<file path="src/hdl/lsu_pkg.sv">
`default_nettype none

package lsu_pkg;

  // Data and address width of the core.
  parameter int XLEN = 64;

  // Memory opcodes, shared with the golden vector file in this order.
  typedef enum logic [3:0] {
    MEMOP_NONE = 4'd0,
    // Loads.
    MEMOP_LB   = 4'd1,
    MEMOP_LBU  = 4'd2,
    MEMOP_LH   = 4'd3,
    MEMOP_LHU  = 4'd4,
    MEMOP_LW   = 4'd5,
    MEMOP_LWU  = 4'd6,
    MEMOP_LD   = 4'd7,
    // Stores.
    MEMOP_SB   = 4'd8,
    MEMOP_SH   = 4'd9,
    MEMOP_SW   = 4'd10,
    MEMOP_SD   = 4'd11
  } mem_op_e;

  // Request/response FSM states.
  typedef enum logic [1:0] {
    ST_IDLE = 2'd0,
    ST_WAIT = 2'd1,
    ST_RESP = 2'd2
  } lsu_state_e;

endpackage

`default_nettype wire

</file>
<file path="src/hdl/load_extend.sv">
`default_nettype none

module load_extend
  import lsu_pkg::*;
(
  input  mem_op_e         op_i,
  input  logic [XLEN-1:0] addr_i,
  input  logic [XLEN-1:0] rword_i,
  output logic [XLEN-1:0] ldata_o
);

  logic [XLEN-1:0] shifted;

  // Bring the addressed lane down to byte 0.
  assign shifted = rword_i >> {addr_i[2:0], 3'b000};

  always_comb begin
    case (op_i)
      MEMOP_LB: begin
        ldata_o = {{(XLEN-8){shifted[7]}}, shifted[7:0]};
      end
      MEMOP_LBU: begin
        ldata_o = {{(XLEN-8){1'b0}}, shifted[7:0]};
      end
      MEMOP_LH: begin
        ldata_o = {{(XLEN-16){shifted[15]}}, shifted[15:0]};
      end
      MEMOP_LHU: begin
        ldata_o = {{(XLEN-16){1'b0}}, shifted[15:0]};
      end
      MEMOP_LW: begin
        ldata_o = {{(XLEN-32){shifted[31]}}, shifted[31:0]};
      end
      MEMOP_LWU: begin
        ldata_o = {{(XLEN-32){1'b0}}, shifted[31:0]};
      end
      MEMOP_LD: begin
        ldata_o = shifted;
      end
      // Stores and no-ops return nothing.
      default: begin
        ldata_o = '0;
      end
    endcase
  end

endmodule

`default_nettype wire

</file>
<file path="config.mk">
export PLATFORM = sky130hd
export DESIGN_NAME = load_extend
export DESIGN_NICKNAME = d
export VERILOG_FILES = /design/src/hdl/lsu_pkg.sv /design/src/hdl/load_extend.sv
export SDC_FILE = /design/constraint.sdc
export NUM_CORES = 1
export LEC_CHECK = 0
export ABC_AREA = 1
export BUFFER_PORTS_ARGS = -buffer_cell sky130_fd_sc_hd__buf_2
export CORE_UTILIZATION = 41
export DETAILED_ROUTE_END_ITERATION = 16
export GPL_TIMING_DRIVEN = 1
export PLACE_DENSITY = 0.84
export SYNTH_ARGS = -nofsm -noshare
export SYNTH_HDL_FRONTEND = slang
export SYNTH_SLANG_ARGS = --single-unit
</file>
<file path="constraint.sdc">
create_clock -name vclk -period 1.8
set_input_delay 0.36 -clock vclk [all_inputs]
set_output_delay 0.36 -clock vclk [all_outputs]
set_load 0.005 [all_outputs]
</file>
* Word level (Yosys, flattened, before mapping)
Cells that the tools add are included.
Storage, ports and cells: bits in registers 0, output and inout port bits 64, logic and storage cells 9
Operators by class: equal/unequal tests 7, shift operators 1, muxes and demuxes 1
Operators by type and width (number):
- $pmux W64 S7 | 1
- $shr A64 B6 Y64 | 1
- $eq A4 B3 Y1 const B | 4
- $eq A4 B2 Y1 const B | 2
- $eq A4 B1 Y1 const B | 1

* Logic depth before layout (Yosys ltp)
word-level depth 2, depth in mapped cells 12

* Worst setup path before layout
No wires, ideal clock.
kind input to output, from input port addr_i[1], to output port ldata_o[28], arrival 1303 ps, setup slack 137 ps, stages on the path 7, path buffers 2, cells stage by stage inv_1 -> buf_2 -> buf_1 -> nand3_1 -> a21oi_1 -> o21ai_0 -> nand2_1
Between the ends: longest elaborated chain between the ends 2
RTL lines:
- start: declaration | RTL line load_extend.sv:7 | input logic [XLEN-1:0] addr_i,
- $shr A64 B6 Y64 | RTL line load_extend.sv:15 | assign shifted = rword_i >> {addr_i[2:0], 3'b000};
- $pmux W64 S7 | RTL line load_extend.sv:18 | case (op_i)
- end: declaration | RTL line load_extend.sv:9 | output logic [XLEN-1:0] ldata_o
Every way passes these cells.

* Worst setup path after layout
from input port addr_i[1], to output port ldata_o[54]
The elaborated chain is that of the path after synthesis.

==> summary.md <==
| Metric | Value |
|---|---|
| Total number of vias | 4,972 |
| Sequential cells | 0 |
| Area grow syn2layout | 95.77% |
| Port bufs | between 100 and 150 |
| Routability Congestion | 0.9111 |
| CP Launch Type | input port |
| Overflow after GRT | 0 |
| MaxCap Viol Count | 0 |
| Synthesized net count | 674 |
| Rows | 27 |
| M2 GR Usage | approximately 70% |
| Final setup violation count | 62 |
| Max VDD drop | 199.6 uV |
| WS Path Type | input port to primary output |
| First-pass GRT wire length | 18,750 um |
| Tcrit/Tclk final | 114.7% |
| Status | finished with violations |
| DR iter-0 viols | 787 |
| CP arrival | 1.71 ns |
| Slew @ Worst Pin | 0.3497 ns |
| Reg area | 0 sq um |
| Crit-path slowest cell | nand4_1 |
| Gr busiest metal | met2 |
| Delay-heaviest family, CP | buffers and inverters |
| Worst setup margin | -0.2651 ns |
| Worst EP required | about 1.4 ns |
| Synth Instances | 542 |
| Final Critical Period | 2.065 ns |
| DRT Wirelength | roughly 15,000 um |
| GR Util met3 | 3.023% |
| Core Box Area | 5574 sq um |
| DIE HEIGHT | 78.45 um |
| Starting Density | 42.99% |
| Met1 usage in global routing | about 44% |
| Mapped Area | roughly 2400 sq um |
| Antenna violations before repair | 1 |
| Boundary Pins | 196 |
| Final slew viol count | 0 |
| Cell Chain, Critical Path | buf_4 -> clkinv_4 -> buf_8 -> nand4_1 -> nand2_4 -> buf_4 -> buf_12 -> a21oi_2 -> nand2_1 -> buf_2 |
| Crit-path most repeated cell | buf_4 |
| Top post-synthesis cells by area | nand2_1, nand3_1, o21ai_0, a21oi_1, nor2_1 |
| DRT Pass-1 Iters | 13 |
| Register area share after synthesis | 0% |
| Wire length per cell | 18.95 um |
| Largest net degree at the start of global routing | 33 |
| # DRC | 0 |
| Fin. Hold Viols | 0 |
| Die area | approximately 6200 sq um |
| Total GRT Usage | 37.54% |
| Ratio of cells with drive above 1 in the final layout | 50.98% |
| Crit path largest cell delay | 0.21 ns |
| # nets final | 850 |
| Bufs and invs on worst path | 6 |
| Die Wd | 78.45 um |
| Vias in the first global route | between 4,000 and 5,000 |
| Worst Path Max Fanout | 16 |
| Area leader, netlist | nand2_1 |
| Cell with the most instances after synthesis | nand2_1 |
| Most frequent cells after synthesis | nand2_1, nand3_1, o21ai_0 |
| RSZ-0062 raised after global routing | yes |
| Syn Area/Cell | 4.421 sq um |
| CP endpoint kind | primary output |
| Vias per inst | 6.302 |
| Yosys warnings | 0 |
| Power, Total | about 0.0013 W |
| Clk_buf instances | 0 |
| Post-DRT Antenna Nets | 0 |
| Leakage Power | 2.618 nW |
| Unique cell type count in the Yosys netlist | 20 |
| Place WS | -0.1966 ns |
| Max-slew headroom | 76.69% |
| Worst min path class | input port to primary output |
| Final HPWL DP | between 7000 and 8000 um |
| Yosys top cell area share | roughly 38% |
| Power per standard cell area | 271.1 nW/um^2 |
| Failing checks | negative setup slack |
| Max Clock Freq | 484.2 MHz |
## through the flow
step	instance area [sq um]	hold WS (ns)	instances	setup TNS, ns	util, %
after CTS	4118	1.174	776	-4.735	73.87
final	4691	1.193	789	-10.43	84.15
after detailed placement	3481	1.173	760	-9.642	62.45
after floorplan	2396	0.8423	542	0	-
after global placement	3481	1.169	760	-7.009	62.45
after global routing	4688	1.226	788	-12.25	84.11
## report_power, final
part / total [W] / internal, W / switching (W) / leakage [nW]
clock network: 0.0000000000744 / 0.0000000000744 / 0 / 0.00000634
logic: 0.00127 / 0.000560 / 0.000712 / 2.62
registers: 0 / 0 / 0 / 0
## repair_timing
action	4_1_cts	5_1_grt
endpoints found under the setup margin	63	63
hold buffers	0	0
resized for setup	138	123
cloned	7	6
pin swaps	27	36
setup buffers	12	9
## cells in the final DEF (no fill, tap or decap), drive strengths merged
cell      count
or2           4
o211ai       14
clkinv        3
inv          22
clkbuf        5
and2          5
buf         214
nand3        63
nand4         2
diode         1
a21oi        47
nor2         39
nor3          2
nand2       243
clkinvlp      2
o21ai        51
## logic make-up (layout without fill, tap and decap cells)
logic type	Yosys count	count (layout)	share of synthesized area, %
AO/OA/AOI/OAI	112	112	24.86
AND/OR/NAND/NOR	358	358	61.25
other	0	1	0
buffers and inverters	72	246	13.89
## worst paths after layout
| path | cells after the start | from | slack [ns] | endpoint |
|---|---|---|---|---|
| setup / recovery | 10 | addr_i[1] | -0.27 | ldata_o[54] |
| hold / removal | 6 | rword_i[7] | 1.19 | ldata_o[7] |
## cell type report
type	count	area, sq um
timing repair buffer	219	1785
antenna	1	2.502
multi-input combinational	470	2681
tap	72	90.09
inverter	27	131.4
fill	330	883.3
## routing by layer
layer,vias up,part of all wire [%]
met5,-,0.094
met4,2,9.2
met3,167,14
met2,533,44
met1,2154,33
li1,2116,-
## worst min-delay path, delay by kind of cell
| family | cells | cell delay (ns) |
|---|---|---|
| buffers and inverters | 2 | 0.22 |
| AND/OR/NAND/NOR | 3 | 0.20 |
| AO/OA/AOI/OAI | 1 | 0.06 |
Power figures use the tool's default switching activity.
