$ cat src/hdl/lsu_pkg.sv
`default_nettype none

package lsu_pkg;

  // Data and address width of the core.
  parameter int XLEN = 64;

  // Memory opcodes, shared with the golden vector file in this order.
  typedef enum logic [3:0] {
    MEMOP_NONE = 4'd0,
    // Loads.
    MEMOP_LB   = 4'd1,
    MEMOP_LBU  = 4'd2,
    MEMOP_LH   = 4'd3,
    MEMOP_LHU  = 4'd4,
    MEMOP_LW   = 4'd5,
    MEMOP_LWU  = 4'd6,
    MEMOP_LD   = 4'd7,
    // Stores.
    MEMOP_SB   = 4'd8,
    MEMOP_SH   = 4'd9,
    MEMOP_SW   = 4'd10,
    MEMOP_SD   = 4'd11
  } mem_op_e;

  // Request/response FSM states.
  typedef enum logic [1:0] {
    ST_IDLE = 2'd0,
    ST_WAIT = 2'd1,
    ST_RESP = 2'd2
  } lsu_state_e;

endpackage

`default_nettype wire

$ cat src/hdl/store_align.sv
`default_nettype none

module store_align
  import lsu_pkg::*;
(
  input  mem_op_e         op_i,
  input  logic [XLEN-1:0] addr_i,
  input  logic [XLEN-1:0] wdata_i,
  output logic [7:0]      byte_mask_o,
  output logic [XLEN-1:0] wdata_o,
  output logic            misaligned_o
);

  logic [3:0]      size;
  logic [7:0]      base_mask;
  logic [XLEN-1:0] low_data;
  logic            is_store;

  assign is_store = op_i inside {MEMOP_SB, MEMOP_SH, MEMOP_SW, MEMOP_SD};

  // Access size in bytes, zero for no access.
  always_comb begin
    case (op_i)
      MEMOP_LB, MEMOP_LBU, MEMOP_SB: size = 4'd1;
      MEMOP_LH, MEMOP_LHU, MEMOP_SH: size = 4'd2;
      MEMOP_LW, MEMOP_LWU, MEMOP_SW: size = 4'd4;
      MEMOP_LD, MEMOP_SD:            size = 4'd8;
      default:                       size = 4'd0;
    endcase
  end

  always_comb begin
    case (size)
      4'd1: base_mask = 8'h01;
      4'd2: base_mask = 8'h03;
      4'd4: base_mask = 8'h0f;
      4'd8: base_mask = 8'hff;
      default: base_mask = 8'h00;
    endcase
  end

  // Keep only the bytes the store actually writes.
  always_comb begin
    case (size)
      4'd1: low_data = {56'b0, wdata_i[7:0]};
      4'd2: low_data = {48'b0, wdata_i[15:0]};
      4'd4: low_data = {32'b0, wdata_i[31:0]};
      default: low_data = wdata_i;
    endcase
  end

  assign byte_mask_o  = base_mask << addr_i[2:0];
  assign wdata_o      = is_store ? (low_data << {addr_i[2:0], 3'b000}) : '0;
  assign misaligned_o = (size != 4'd0) && ((addr_i[2:0] & (size[2:0] - 3'd1)) != 3'd0);

endmodule

`default_nettype wire

$ cat config.mk
export PLATFORM = sky130hd
export DESIGN_NAME = store_align
export DESIGN_NICKNAME = d
export VERILOG_FILES = /design/src/hdl/lsu_pkg.sv /design/src/hdl/store_align.sv
export SDC_FILE = /design/constraint.sdc
export NUM_CORES = 1
export LEC_CHECK = 0
export ABC_AREA = 1
export BUFFER_PORTS_ARGS = -buffer_cell sky130_fd_sc_hd__buf_2
export CAP_MARGIN = 25
export CORE_MARGIN = 4
export CORE_UTILIZATION = 45
export DETAILED_ROUTE_END_ITERATION = 10
export PLACE_DENSITY = 0.95
export REMOVE_ABC_BUFFERS = 1
export SLEW_MARGIN = 20
export SYNTH_ARGS = -nofsm -noshare
export SYNTH_HDL_FRONTEND = slang
export SYNTH_SLANG_ARGS = --single-unit
$ cat constraint.sdc
create_clock -name vclk -period 6.21
set_input_delay 0.621 -clock vclk [all_inputs]
set_output_delay 0.621 -clock vclk [all_outputs]
set_load 0.02 [all_outputs]
Yosys cells after proc, flatten, opt, wreduce, memory -nomap -nowiden
Memories as Yosys holds them, arrays and structs flattened.
Index checks and enable logic that the tools add are counted.
Widths: inputs -> output; s select.

operators by class
  $add $sub $neg = 1
  multipliers = 0
  div/mod/pow operators = 0
  order comparisons = 0
  eq/ne operators = 8
  shifts and indexed selects = 2
  muxes and demuxes = 3
  bitwise logic cells = 1
  reductions and logical operators = 4

operators with widths
  cell                 number
  $pmux 64 s3          1
  $mux 64              1
  $shl 64x6->64        1
  $pmux 8 s4           1
  $eq 4x4->1 const B   5
  $reduce_bool 4->1    2
  $shl 8x3->8          1
  $eq 4x1->1 const B   1
  $eq 4x2->1 const B   1
  $eq 4x3->1 const B   1
  $and 3x3->3          1
  $reduce_bool 3->1    1
  $sub 3x1->3 const B  1
  $logic_and 1x1->1    1

word-level totals
  register bits after elaboration = 0
  latch bits = 0
  memory bits (writable) = 0
  bits in read-only memories = 64
  output and inout port bits = 73
  logic and storage cells = 20
  memories kept = 1

memory list
  memory            words  bits a word  read ports  clocked after Yosys merged registers in  write ports  RTL line           text
  (name not given)  16     4            1           0                                        0            store_align.sv:23  case (op_i)

Longest topological paths before layout
An unclocked memory read counts as a cell.

  depth in word-level cells = 5
  depth in mapped cells = 16
  gate-level depth less buffers = 16

Least setup slack after synthesis
No wires, ideal clock.

  path type = in2out
  from = input op_i[0]
  to = output byte_mask_o[4]
  arrival time = 2.408 ns
  required time = 5.589 ns
  path slack = 3.181 ns
  stages on the path = 10
  path through = inv_1 > ha_1 > inv_1 > nand2_2 > nand3_1 > ha_1 > nand3_2 > nand2_1 > o21ai_1 > o31ai_1

between the ends
  cells in the longest elaborated chain, start to end = 4

RTL lines
  item                                      RTL line           text
  start, declared                           store_align.sv:6   input mem_op_e op_i,
  $mem_v2 16x4 (*)                          -
  $eq 4x4->1, or another cell as far along  store_align.sv:33  case (size)
  $pmux 8 s4 (*)                            store_align.sv:33
  $shl 8x3->8 (*)                           store_align.sv:52  assign byte_mask_o = base_mask << addr_i[2:0];
  end, declared                             store_align.sv:9   output logic [7:0] byte_mask_o,

Mark *: on every way between the ends. The rest lies on a longest branch, timed or not.

Worst setup path in the final report
  from = input op_i[0]
  to = output wdata_o[44]

between the ends
  cells in the longest elaborated chain, start to end = 5

RTL lines
  item                                      RTL line           text
  $mem_v2 16x4                              -
  $eq 4x3->1, or another cell as far along  store_align.sv:44  case (size)
  $pmux 64 s3                               store_align.sv:44
  $shl 64x6->64                             store_align.sv:53  assign wdata_o = is_store ? (low_data << {addr_i[2:0], 3'b000}) : '0;
  $mux 64 (*)                               store_align.sv:53
  end, declared                             store_align.sv:10  output logic [XLEN-1:0] wdata_o,

Marks and branches as above.

==> results.py <==
metrics = {
    "sta": {
        "fin_setup_tns_ns": 0,
        "fmax_ghz": 0.276,
        "finalSetupViolations": 0,
        "relSlewSlack_pct": 43.2,
        "min_period_ns": 3.62,
        "tightest_slew_ns": 0.849,
        "timing.final.crit_share_pct": 58.3,
        "rsz0062_at_grt": "no",
        "finalHoldViolCount": 0,
        "slew_violations": 0,
    },
    "die": {
        "dieArea_mm2": 0.00735,
        "io_pins": 205,
        "coreArea_mm2": 0.00589,
        "dieHeight_um": 85.7,
        "start_util_pct": 46.2,
        "fp.dieW_um": 85.7,
        "num_rows": 28,
    },
    "placed_design": {
        "placed_area_mm2": 0.00341,
        "globalplace.congestion": 0.902,
        "post-dp-hpwl_um": 7480,
        "place_inst": 778,
        "io_buffers": 144,
    },
    "global_route": {
        "grt_pass1_vias": 3764,
        "grt_antenna_before_repair": 0,
        "grt_overflow": 0,
        "grt_use_total_pct": 27.7,
        "grt_max_degree": 71,
        "grt_pass1_wl_um": 17400,
    },
    "setup_path": {
        "cp-start-kind": "input pin",
        "critPathKind": "input pin to output pin",
        "crit_end": "wdata_o[44]",
        "cp.arrival_ns": 3.00,
        "crit_required_ns": 5.59,
        "cp-end-kind": "output pin",
        "worstSetupStartpoint": "op_i[0]",
        "critical_path_peak_fanout": 27,
    },
    "route": {
        "drt_wl_total_um": 10500,
        "drt_iter0_drc": 343,
        "drt_first_pass_iters": 5,
        "vias": 4196,
        "vias_per_cell": 5.39,
        "wl_per_cell_um": 13.5,
        "ant_nets": 0,
        "drc_errors": 0,
    },
    "min_path": {
        "worstHoldPathType": "input pin to output pin",
    },
    "run": {
        "drv_cap": 0,
    },
    "synth": {
        "synth_top_area_share_pct": 31.2,
        "synth_seq_area_share_pct": 0,
        "synth_most_common_cell": "nand2_1",
        "netlist.top_cell.by_area": "nand2_1",
        "syn_inst": 593,
        "synth.avg_cell_area_um2": 4.59,
        "synthTopCellsByCount": "nand2_1, nand3_1, nor2_1, inv_1, o21ai_0",
        "yosysWarningCount": 0,
        "netlist_area_mm2": 0.00272,
        "ys_types": 33,
        "synth_area_leaders": "nand2_1, nand3_1, nor2_1",
    },
    "power": {
        "p_sw_uw": 196,
        "ir_worst_vdd_v": 0.0000560,
        "p_clk_share_pct": 0,
        "leakage_nw": 2.15,
        "seq_power_share_pct": 0,
        "p_per_area_mw_per_mm2": 84.8,
        "internal_power_uw": 95.7,
        "combPwrFrac_pct": 100.0,
        "p_sw_share_pct": 67.1,
    },
    "finish": {
        "nNetsFinal": 846,
        "drive_above_1_share_pct": 25.0,
        "multiInputGateArea_mm2": 0.00236,
        "final_util_pct": 58.3,
        "n_fill_cell": 618,
        "stdcell_count": 779,
        "diodes": 0,
        "area_delta_synth_final_pct": 26.2,
        "stdcell_area_mm2": 0.00343,
        "seqCellArea_um2": 0,
        "clkbuf_count": 0,
        "nFlopsAndLatches": 0,
    },
    "cts": {
        "cts_resized": 0,
        "post_cts_buffers": 0,
        "hold_buffers": 0,
    },
    "status": {
        "outcome": "completed",
    },
}
[power groups by stage]
stage                     Combinational, mW  Sequential, mW  Clock [mW]
final                                 0.291               0           0
after global routing                  0.327               0           0
after CTS                             0.288               0           0
after detailed placement              0.286               0           0
after global placement                0.281               0           0
after floorplan                       0.187               0           0
[stage by stage]
stage                     power (mW)  setup slack (ns)  hold slack, ns
final                          0.291              2.59            1.65
after global routing           0.327              2.35            1.67
after CTS                      0.288              2.56            1.65
after detailed placement       0.286              2.56            1.65
after global placement         0.281              2.60            1.65
after floorplan                0.187              3.03            1.32
[worst min path at each step]
stage | slack, ns | depth (start not counted) | to | start
after CTS | 1.65 | 4 | wdata_o[4] | wdata_i[4]
after detailed placement | 1.65 | 4 | wdata_o[4] | wdata_i[4]
after global placement | 1.65 | 4 | wdata_o[7] | wdata_i[7]
final | 1.65 | 4 | wdata_o[4] | wdata_i[4]
after global routing | 1.67 | 4 | wdata_o[5] | wdata_i[5]
after floorplan | 1.32 | 1 | wdata_o[63] | addr_i[2]
[kinds of logic (layout without fill, tap and decap cells)]
family | after synthesis | count (layout) | synth area share, %
compound gates | 71 | 71 | 15.0
simple gates | 430 | 430 | 68.2
buf+inv | 84 | 195 | 13.1
fa+ha+maj | 8 | 8 | 3.68
[worst max-delay path: stages]
cell	delay [ns]
buf_2	0.12
inv_1	0.08
ha_1	0.31
inv_1	0.08
nand2_2	0.06
nand2_2	0.07
nor2_4	0.04
ha_1	0.25
nand2_2	0.28
nand2_4	0.17
nor2_8	0.35
nand2_1	0.12
nand2_1	0.08
nand2_1	0.06
nor2_1	0.12
buf_2	0.18
[cell usage in the layout, fill, tap and decap left out, types with 2 or more instances in the layout]
cell,n
nand2_2,6
buf_4,4
o31ai_1,2
nor3_1,3
buf_2,144
a21oi_1,24
o21ai_0,27
nand4_1,6
nand3b_1,2
nand2_1,226
inv_2,6
nand2_4,2
nand3_1,97
o211ai_1,8
inv_1,37
nor2_1,80
o21ai_1,4
ha_1,8
nand3_2,3
nor2_8,2
[routing by layer]
layer / part of all wire [%] / track usage [%]
met3: 8.1 / 1.92
met1: 44 / 37.7
met4: 1.3 / 6.19
met2: 46 / 47.7
met5: 0 / 0
[final cells by class]
type | count | area share, %
multi-input combinational | 509 | 68.9
timing repair buffer | 151 | 23.6
inverter | 44 | 4.81
tap | 75 | 2.73
No activity file was read; power rests on OpenSTA's default activity.
