<file path="config.mk">
export PLATFORM = sky130hd
export DESIGN_NAME = lsu_ctrl
export DESIGN_NICKNAME = d
export VERILOG_FILES = /design/src/hdl/lsu_pkg.sv /design/src/hdl/lsu_ctrl.sv
export SDC_FILE = /design/constraint.sdc
export NUM_CORES = 1
export LEC_CHECK = 0
export BUFFER_PORTS_ARGS = -buffer_cell sky130_fd_sc_hd__buf_4
export CORE_AREA = 4 4 154 156
export DETAILED_ROUTE_END_ITERATION = 6
export DIE_AREA = 0 0 158 160
export SETUP_SLACK_MARGIN = 0.5
export SYNTH_ARGS = -nofsm -noshare
export SYNTH_HDL_FRONTEND = slang
export SYNTH_SLANG_ARGS = --single-unit
</file>
<file path="constraint.sdc">
create_clock -name clk -period 8.11 [get_ports clk]
set_input_delay 0.811 -clock clk [delete_from_list [all_inputs] [get_ports clk]]
set_output_delay 0.811 -clock clk [all_outputs]
set_load 0.005 [all_outputs]
</file>
<file path="src/hdl/lsu_pkg.sv">
`default_nettype none

package lsu_pkg;

  // Data and address width of the core.
  parameter int XLEN = 64;

  // Memory opcodes, shared with the golden vector file in this order.
  typedef enum logic [3:0] {
    MEMOP_NONE = 4'd0,
    // Loads.
    MEMOP_LB   = 4'd1,
    MEMOP_LBU  = 4'd2,
    MEMOP_LH   = 4'd3,
    MEMOP_LHU  = 4'd4,
    MEMOP_LW   = 4'd5,
    MEMOP_LWU  = 4'd6,
    MEMOP_LD   = 4'd7,
    // Stores.
    MEMOP_SB   = 4'd8,
    MEMOP_SH   = 4'd9,
    MEMOP_SW   = 4'd10,
    MEMOP_SD   = 4'd11
  } mem_op_e;

  // Request/response FSM states.
  typedef enum logic [1:0] {
    ST_IDLE = 2'd0,
    ST_WAIT = 2'd1,
    ST_RESP = 2'd2
  } lsu_state_e;

endpackage

`default_nettype wire

</file>
<file path="src/hdl/lsu_ctrl.sv">
`default_nettype none

module lsu_ctrl
  import lsu_pkg::*;
(
  input  logic            clk,
  input  logic            reset_i,
  input  logic            req_valid_i,
  input  mem_op_e         req_op_i,
  input  logic [XLEN-1:0] req_addr_i,
  input  logic [XLEN-1:0] req_wdata_i,
  output logic            req_ready_o,
  input  logic            misaligned_i,
  input  logic            timer_done_i,
  input  logic [XLEN-1:0] load_data_i,
  output logic            timer_start_o,
  output logic            mem_en_o,
  output logic            is_store_o,
  output mem_op_e         cur_op_o,
  output logic [XLEN-1:0] cur_addr_o,
  output logic [XLEN-1:0] cur_wdata_o,
  output logic            resp_valid_o,
  output logic [XLEN-1:0] resp_rdata_o,
  output logic            resp_err_o,
  input  logic            resp_ready_i
);

  lsu_state_e      state_q;
  lsu_state_e      state_d;
  mem_op_e         cur_op_q;
  logic [XLEN-1:0] cur_addr_q;
  logic [XLEN-1:0] cur_wdata_q;
  logic            cur_is_load;
  logic            resp_err_q;
  logic            resp_load_q;

  assign cur_is_load = cur_op_q inside {MEMOP_LB, MEMOP_LBU, MEMOP_LH, MEMOP_LHU,
                                        MEMOP_LW, MEMOP_LWU, MEMOP_LD};
  assign is_store_o  = cur_op_q inside {MEMOP_SB, MEMOP_SH, MEMOP_SW, MEMOP_SD};

  assign req_ready_o   = (state_q == ST_IDLE);
  assign timer_start_o = req_ready_o && req_valid_i;
  assign resp_valid_o  = (state_q == ST_RESP);

  // The access fires in the single cycle where the latency expires.
  assign mem_en_o = (state_q == ST_WAIT) && timer_done_i && !misaligned_i &&
                    (cur_op_q != MEMOP_NONE);

  always_comb begin
    state_d = state_q;
    case (state_q)
      ST_IDLE: if (req_valid_i) state_d = ST_WAIT;
      ST_WAIT: if (timer_done_i) state_d = ST_RESP;
      ST_RESP: if (resp_ready_i) state_d = ST_IDLE;
      default: state_d = ST_IDLE;
    endcase
  end

  always_ff @(posedge clk) begin
    if (reset_i) begin
      state_q     <= ST_IDLE;
      cur_op_q    <= MEMOP_NONE;
      resp_err_q  <= 1'b0;
      resp_load_q <= 1'b0;
    end else begin
      state_q <= state_d;
      if (timer_start_o) begin
        cur_op_q <= req_op_i;
      end
      // Response flags are captured on the way into ST_RESP.
      if (state_q == ST_WAIT && timer_done_i) begin
        resp_err_q  <= misaligned_i;
        resp_load_q <= cur_is_load && !misaligned_i;
      end
    end
  end

  always_ff @(posedge clk) begin
    if (timer_start_o) begin
      cur_addr_q  <= req_addr_i;
      cur_wdata_q <= req_wdata_i;
    end
  end

  assign cur_op_o    = cur_op_q;
  assign cur_addr_o  = cur_addr_q;
  assign cur_wdata_o = cur_wdata_q;

  // RAM read word is held while mem_en_o is low, so the mux output stays put.
  assign resp_rdata_o = resp_load_q ? load_data_i : '0;
  assign resp_err_o   = resp_err_q;

  a_resp_hold: assert property (@(posedge clk) disable iff (reset_i)
    resp_valid_o && !resp_ready_i |=>
      resp_valid_o && $stable(resp_rdata_o) && $stable(resp_err_o));

  // The latency expiry must land in ST_WAIT, or the access would be lost.
  a_done_in_wait: assert property (@(posedge clk) disable iff (reset_i)
    timer_done_i |-> (state_q == ST_WAIT));

endmodule

`default_nettype wire

</file>
-- Word level (Yosys, flattened, before mapping)
Index checks and enable logic that the tools add are counted.
- $lt $le $gt $ge: 0
- shift-type cells: 0
- multipliers: 0
- equality and inequality tests: 16
- reductions and logical operators: 11
- div/mod/pow operators: 0
- bitwise logic cells: 0
- muxes and demuxes: 5
- add/subtract/negate cells: 0
- operators with widths (kind ; count):
    2-to-1 mux 64 bit ; 1
    == test 4 x 3 -> 1 bit (second input constant) ; 4
    == test 4 bit (second input constant) ; 4
    == test 4 x 2 -> 1 bit (second input constant) ; 2
    nonzero test 4 bit ; 2
    nonzero test 7 bit ; 1
    2-to-1 mux 2 bit ; 3
    case mux 2 bit (3 select lines) ; 1
    logical AND 1 bit ; 5
    == test 4 x 1 -> 1 bit (second input constant) ; 1
    inequality test 2 bit (second input constant) ; 2
    AND reduction 3 bit ; 1
    == test 2 x 1 -> 1 bit (second input constant) ; 1
    == test 2 bit (second input constant) ; 1
    zero test 2 bit ; 1
    inequality test 2 x 1 -> 1 bit (second input constant) ; 1
    zero test 1 bit ; 1
- output and inout bits: 202
- logic and storage cells: 38
- memory bits (read-only): 0
- memories: 0
- bits of input ports: 202
- register bits after elaboration: 136
- memory bits (writable): 0
- bits in latches: 0

-- Longest topological paths before layout
Gate-level depths: netlist (run 1).
- depth in word-level cells: 4
- gate-level depth with buffers: 3
- mapped depth without buffers: 3

-- Worst setup path before layout (run 1)
Ideal clock, no wire load.
- path type: input port to output port
- from: input req_valid_i
- to: output timer_start_o
- slack: 1399 ps
- required time: 7299 ps
- arrival time: 5900 ps
- path buffers: 0
- stages: 1
- path through: nor3b_2
- cells in the longest elaborated chain, start to end: 1
- RTL lines (element ; line ; RTL):
    start: declaration ; lsu_ctrl.sv:8 ; input logic req_valid_i,
    logical AND 1 bit ; lsu_ctrl.sv:42 ; assign timer_start_o = req_ready_o && req_valid_i;
    end: declaration ; lsu_ctrl.sv:16 ; output logic timer_start_o,
Every way passes these cells.

-- Worst setup path after layout (run 1)
- from: input req_valid_i
- to: register cur_wdata_q[8] (netlist: cur_wdata_o[8]), enable pin
- cells in the longest elaborated chain, start to end: 1
- RTL lines (element ; line ; RTL):
    logical AND 1 bit ; lsu_ctrl.sv:42 ;
    end signal: assignment ; lsu_ctrl.sv:81 ; cur_wdata_q <= req_wdata_i;
    end: declaration ; lsu_ctrl.sv:32 ; logic [XLEN-1:0] cur_wdata_q;
Every way passes these cells.
A chain may end at the register's enable or synchronous reset.

==> run summary, run 1 <==
TritonRoute pass-1 iters - 4
Sequential fraction of the synthesis area - 86.8%
Switching share of power - 24.0%
Layout cells sized above 1 - 66.5%
Clock-pin transition on the worst setup and hold timing paths - 0.07 ns
Register bit total from synthesis - 136
Port bufs - 403
CP Data Arrival Time - 2.66 ns
# setup viols final - 0
Maxcap violations - 0
Count of cell types in the netlist - 18
Crit path time final - 2.63 ns
Cell-internal power - 0.00136 W
Post-synth top flop - edfxtp_1
Async set-reset flop share out of synthesis - 0%
Cell mode on critical path - buf_4
RePlAce Congestion - 0.766
RSZ-0062 raised after global routing - false
Highest metal used - met4
DR iter-0 viols - 128
Drt drc - 0
CTS max path bufs - 2
Metal3 WL - 2.14 mm
Placeable Area - 0.0224 mm²
Worst Hold End - resp_err_o
Antenna violations before repair - 0
Combinational share of power - 10.9%
Final Worst Setup Slack - 5.48 ns
Min-Delay Path Class - reg2reg
Post-CTS setup buffer count - 0
CTS tree - yes
Core Rows - 55
Routed via count - 3,636
Crit-path cells - buf_4, nor3b_4, buf_4, buf_4
Number of global-route vias before repair - 3,945
Final Hold Vio Count - 0
Switching power total - 0.000429 W
Hold depth - 2
Layout Nets - 852
Final period util - 32.5%
Hold buffer count at cts - 0
Outcome - complete, no violations
Met2 WL - 8.92 mm
H-tree levels - 4
Reg2reg end - cur_wdata_o[8]
Final WL - 16.7 mm
Mapped cell area - 0.00461 mm²
Fin cells - 948
Top-count cell post-synth - edfxtp_1
Seq pwr share - 47.2%
CTS buffer count - 17
Total die area - 0.0253 mm²
Post-CTS Resized - 0
Largest stage delay, worst path - 0.90 ns
Detailed Place HPWL - 13.4 mm
Slowest stage cell on the critical path - buf_4
Reg2Reg Setup Slack - 5.56 ns
Routed wire per std cell - 17.6 µm
Setup TNS - 0 ns
Top cells by area, synth - edfxtp_1, and2_1, dfxtp_1
Vias per std cell - 3.84
Die height - 160 µm
Worst-Margin Slew - 1.06 ns
Ant. Diodes - 0
Critical path class - in2reg
Pwr dens - 209 mW/mm²
First-pass GRT wire length - 23.3 mm
Biggest area consumer among synthesized cells - edfxtp_1
Max FO, Critical Path - 83
Crit path launch type - primary input
Pre-CTS setup slack - 5.02 ns
Clock Skew - 0.0115 ns
Max rail drop VDD - 124 µV
Chip Width - 158 µm
Lkg Pwr - 3.84 nW
P&R area growth vs syn - 85.8%
Number of synthesized flops with an enable pin - 128
Fin. max-slew vios - 0
Req. time, crit path - 8.14 ns
Remaining antenna violation count - 0
Share of the synthesized area in the top cell type - 83.3%
Crit end category - flip-flop
Clk Latency, worst-skew pair - 0.41 ns
R2R depth - 3
Sinks on the clock net - 136
Met1 WL - 5.34 mm
Grt ovf - 0
Cells after DPL - 916
Slew headroom - 29.3%
IO Count - 404
Avg Synthesized Cell Area - 19.8 µm²
Hold_sp - resp_err_o
Clk pwr share - 41.9%
Tot GR Track Use - 12.4%
Post-synth top cells - edfxtp_1, and2_1, dfxtp_1, clkbuf_1, nor2_1
Yosys warning count - 0
Syn Inst Count - 233
Pin count of the biggest net entering global routing - 84
Max Fclk - 380 MHz
Net Count, Synth - 435
Worst flop-to-flop path startpoint - state_q[0]
Initial Utilization - 20.6%
Clock root cell - clkbuf_16
## cell families after synthesis
family	synth area share [%]
compound gates	0.407
mux	1.09
flops	86.8
buf+inv	0.678
simple gates	11.0
## cells in the final DEF (no fill, tap or decap)
master	n
buf_4	406
edfxtp_1	128
and2_1	64
clkbuf_16	17
dfxtp_1	8
nor2_1	7
mux2i_1	5
inv_6	5
inv_8	4
nor3_1	2
a21oi_1	2
clkinvlp_4	2
clkinv_8	2
nor3b_4	1
nor2b_1	1
nor4_1	1
nand3b_4	1
and2b_2	1
a2111oi_0	1
nand2b_1	1
nand2_1	1
or4_1	1
clkinv_2	1
clkinv_4	1
## worst max-delay path by stage
stage | slack (ns) | end | start
floorplan | 1.40 | timer_start_o | req_valid_i
global placement | 5.04 | cur_wdata_o[30] | req_valid_i
detailed placement | 5.02 | cur_wdata_o[30] | req_valid_i
CTS | 5.46 | cur_wdata_o[8] | req_valid_i
global route | 5.30 | cur_wdata_o[8] | req_valid_i
finish | 5.48 | cur_wdata_o[8] | req_valid_i
## layer usage
| layer | track usage (%) | vias to the layer above |
|---|---|---|
| li1 | - | 1686 |
| met1 | 11.8 | 1672 |
| met2 | 23.1 | 259 |
| met3 | 6.12 | 19 |
| met4 | 4.11 | 0 |
| met5 | 0 | - |
## critical path: cells and delay by family
| family | cells | cell delay, ns |
|---|---|---|
| buf+inv | 3 | 1.55 |
| simple gates | 1 | 0.17 |
## power groups by stage
stage / clock network, W / logic (W) / registers (W)
6_report: 0.000750 / 0.000196 / 0.000843
2_1_floorplan: 0 / 0.0000286 / 0.000870
5_1_grt: 0.000811 / 0.000213 / 0.000848
4_1_cts: 0.000781 / 0.000201 / 0.000844
3_3_place_gp: 0 / 0.000199 / 0.000858
3_5_place_dp: 0 / 0.000201 / 0.000860
## through the flow
stage,util (%),instance area [µm²],hold WS [ns],power [W]
floorplan,-,4610,0.479,0.000898
global placement,35.7,7990,0.490,0.00106
detailed placement,35.7,7990,0.531,0.00106
CTS,38.3,8570,0.545,0.00183
global route,38.3,8570,0.538,0.00187
finish,38.3,8570,0.541,0.00179
## registers in the layout (all words and copies together), names as in the netlist
| register | cells |
|---|---|
| cur_addr_o | 64 |
| resp_load_q | 1 |
| state_q | 2 |
| cur_wdata_o | 64 |
| cur_op_o | 4 |
| resp_err_o | 1 |
## area by class of cell
cell class	count	area, µm²
clock inverters	15	150
clock buffers	17	425
flip-flops and latches	136	4000
multi-input cells	89	583
well taps	285	357
repair buffers	406	3050
fillers	2153	13800
(Power assumes the default switching activity.)
==> run 2: changes to the inputs <==
==> constraint.sdc (replaced) <==
create_clock -name clk -period 2.5 [get_ports clk]
set_input_delay 0.25 -clock clk [delete_from_list [all_inputs] [get_ports clk]]
set_output_delay 0.25 -clock clk [all_outputs]
set_load 0.005 [all_outputs]
==> run summary, run 2 (synthesis results as in run 1) <==
Outcome - complete, no violations
Critical Path Sink - timer_start_o
Grt ovf - 0 (unchanged)
Die height - 160 µm (unchanged)
Met2 WL - 9.48 mm (+6.4%)
Highest metal used - met4
P&R area growth vs syn - 114%
Routed via count - 4,105 (+13%)
Lkg Pwr - 4.38 nW (+14%)
Total die area - 0.0253 mm² (unchanged)
First-pass GRT wire length - 24.4 mm (+4.5%)
Fin. max-slew vios - 0 (unchanged)
RSZ-0062 raised after global routing - false
Pwr dens - 603 mW/mm² (+190%)
Cells after DPL - 917 (+0.11%)
Crit path launch type - flip-flop
Ant. Diodes - 0 (unchanged)
Clock Skew - 0.0178 ns (+0.00624 ns)
Commonest non-fill, non-tap cells in the layout - buf_4, edfxtp_1, dlygate4sd3_1
Clk pwr share - 40.3% (-1.6 points)
Critical path class - reg2out
Worst setup path startpoint - state_q[1]
Min-Delay Path Class - in2reg
Worst flop-to-flop path startpoint - state_q[1]
Pin count of the biggest net entering global routing - 68 (-19%)
Sinks on the clock net - 136 (unchanged)
RePlAce Congestion - 0.743 (-3.0%)
Slowest stage cell on the critical path - dfxtp_1
Fin cells - 1,078 (+14%)
Number of global-route vias before repair - 4,326 (+9.7%)
Hold depth - 1 (-1)
DR iter-0 viols - 144 (+13%)
IO Count - 404 (unchanged)
Vias per std cell - 3.81 (-0.72%)
Register area - 0.00401 mm² (about the same)
Final WL - 17.8 mm (+6.3%)
Reg2reg end - cur_op_o[1]
Combinational share of power - 13.9% (+3.0 points)
Crit path time final - 1.78 ns
Layout Nets - 982 (+15%)
Clock root cell - clkbuf_16
Met1 WL - 6.13 mm (+15%)
Clock-pin transition on the worst setup and hold timing paths - 0.06 ns (about the same)
R2R depth - 5 (+2)
Switching share of power - 23.8% (-0.17 points)
CTS max path bufs - 2 (unchanged)
Seq pwr share - 45.9% (-1.3 points)
Port bufs - 403 (unchanged)
Crit-path cells - nor3b_4, clkbuf_16, buf_4
Max rail drop VDD - 356 µV (+190%)
Metal3 WL - 1.92 mm (-10%)
Chip Width - 158 µm (unchanged)
CTS buffer count - 17 (unchanged)
CTS tree - yes
Final period util - 71.3%
Fill cell count - 1,998 (-7.2%)
Clk Latency, worst-skew pair - 0.42 ns (about the same)
Total power draw - 0.00596 W (+230%)
Remaining antenna violation count - 0 (unchanged)
Detailed Place HPWL - 13.2 mm (-1.9%)
Largest stage delay, worst path - 0.36 ns (-0.54 ns)
Post-layout util - 44.2% (+5.9 points)
Initial Utilization - 20.6% (unchanged)
Slew headroom - 70.6% (+41 points)
TritonRoute pass-1 iters - 4 (unchanged)
Worst-Margin Slew - 0.441 ns (-0.619 ns)
CP Data Arrival Time - 1.53 ns (-1.13 ns)
Post-DP Area - 0.00803 mm² (+0.45%)
Max FO, Critical Path - 34 (-59%)
Cell-internal power - 0.00454 W (+230%)
Worst hold slack - 0.0317 ns (-0.510 ns)
Max Fclk - 561 MHz
Most common cell after layout, fill and taps aside - buf_4
# setup viols final - 0 (unchanged)
Layout cells sized above 1 - 56.1% (-10 points)
Core Rows - 55 (unchanged)
Crit end category - output pin
Placeable Area - 0.0224 mm² (unchanged)
Routed wire per std cell - 16.5 µm (-6.5%)
Final Hold Vio Count - 0 (unchanged)
Antenna violations before repair - 0 (unchanged)
Switching power total - 0.00142 W (+230%)
Drt drc - 0 (unchanged)
Maxcap violations - 0 (unchanged)
Tot GR Track Use - 12.9% (+0.42 points)
Footprint of the multi-input gates - 583 µm² (unchanged)
Final std cell area, no fill - 0.00988 mm² (+15%)
Req. time, crit path - 2.25 ns (-5.89 ns)
Reg2Reg Setup Slack - 1.00 ns (-4.56 ns)
H-tree levels - 4 (unchanged)
[run 2: cell type report]
type	count	share of cell area, %
Multi-Input combinational cell	89	5.90
Tap cell	285	3.61
Sequential cell	136	40.5
Clock inverter	14	1.35
Clock buffer	18	4.34
Timing Repair Buffer	536	44.2
[run 2: what timing repair did]
action,in CTS,in global routing
endpoints found under the hold margin,126,0
gates resized for setup,0,1
setup endpoints to repair,0,1
buffers inserted,0,2
hold buffers,126,0
[run 2: how the worst min path moves through the flow]
| stage | startpoint | endpoint | slack (ns) |
|---|---|---|---|
| after floorplan | req_addr_i[0] | cur_addr_o[0] | 0.35 |
| after CTS | req_addr_i[44] | cur_addr_o[44] | 0.002 |
| after global placement | req_addr_i[14] | cur_addr_o[14] | 0.43 |
| after detailed placement | req_addr_i[14] | cur_addr_o[14] | 0.43 |
| after global routing | req_addr_i[12] | cur_addr_o[12] | 0.002 |
| final | req_addr_i[12] | cur_addr_o[12] | 0.03 |
[run 2: layer usage]
layer,global-route usage (%),vias up
met5,0,-
met4,3.76,0
met3,5.09,18
met2,24.0,276
met1,13.0,1858
li1,-,1953
[run 2: power by group through the flow]
stage	clock, W	combinational (W)	sequential [W]
final	0.00240	0.000826	0.00273
after global routing	0.00258	0.000889	0.00275
after CTS	0.00250	0.000828	0.00273
after detailed placement	0	0.000660	0.00278
after global placement	0	0.000652	0.00278
after floorplan	0	0.0000933	0.00281
[run 2: metrics by stage]
step                setup slack (ns)  setup TNS [ns]
CTS                            0.505               0
detailed placement             0.964               0
floorplan                      -1.77         -230.57
global placement               0.993               0
global route                   0.612               0
finish                         0.718               0
[run 2: worst max-delay path, delay by kind of cell, from the launching register on]
kind | cells | cell delay, ns
AND/OR/NAND/NOR | 1 | 0.30
buffers and inverters | 2 | 0.44
flip-flops | 1 | 0.36
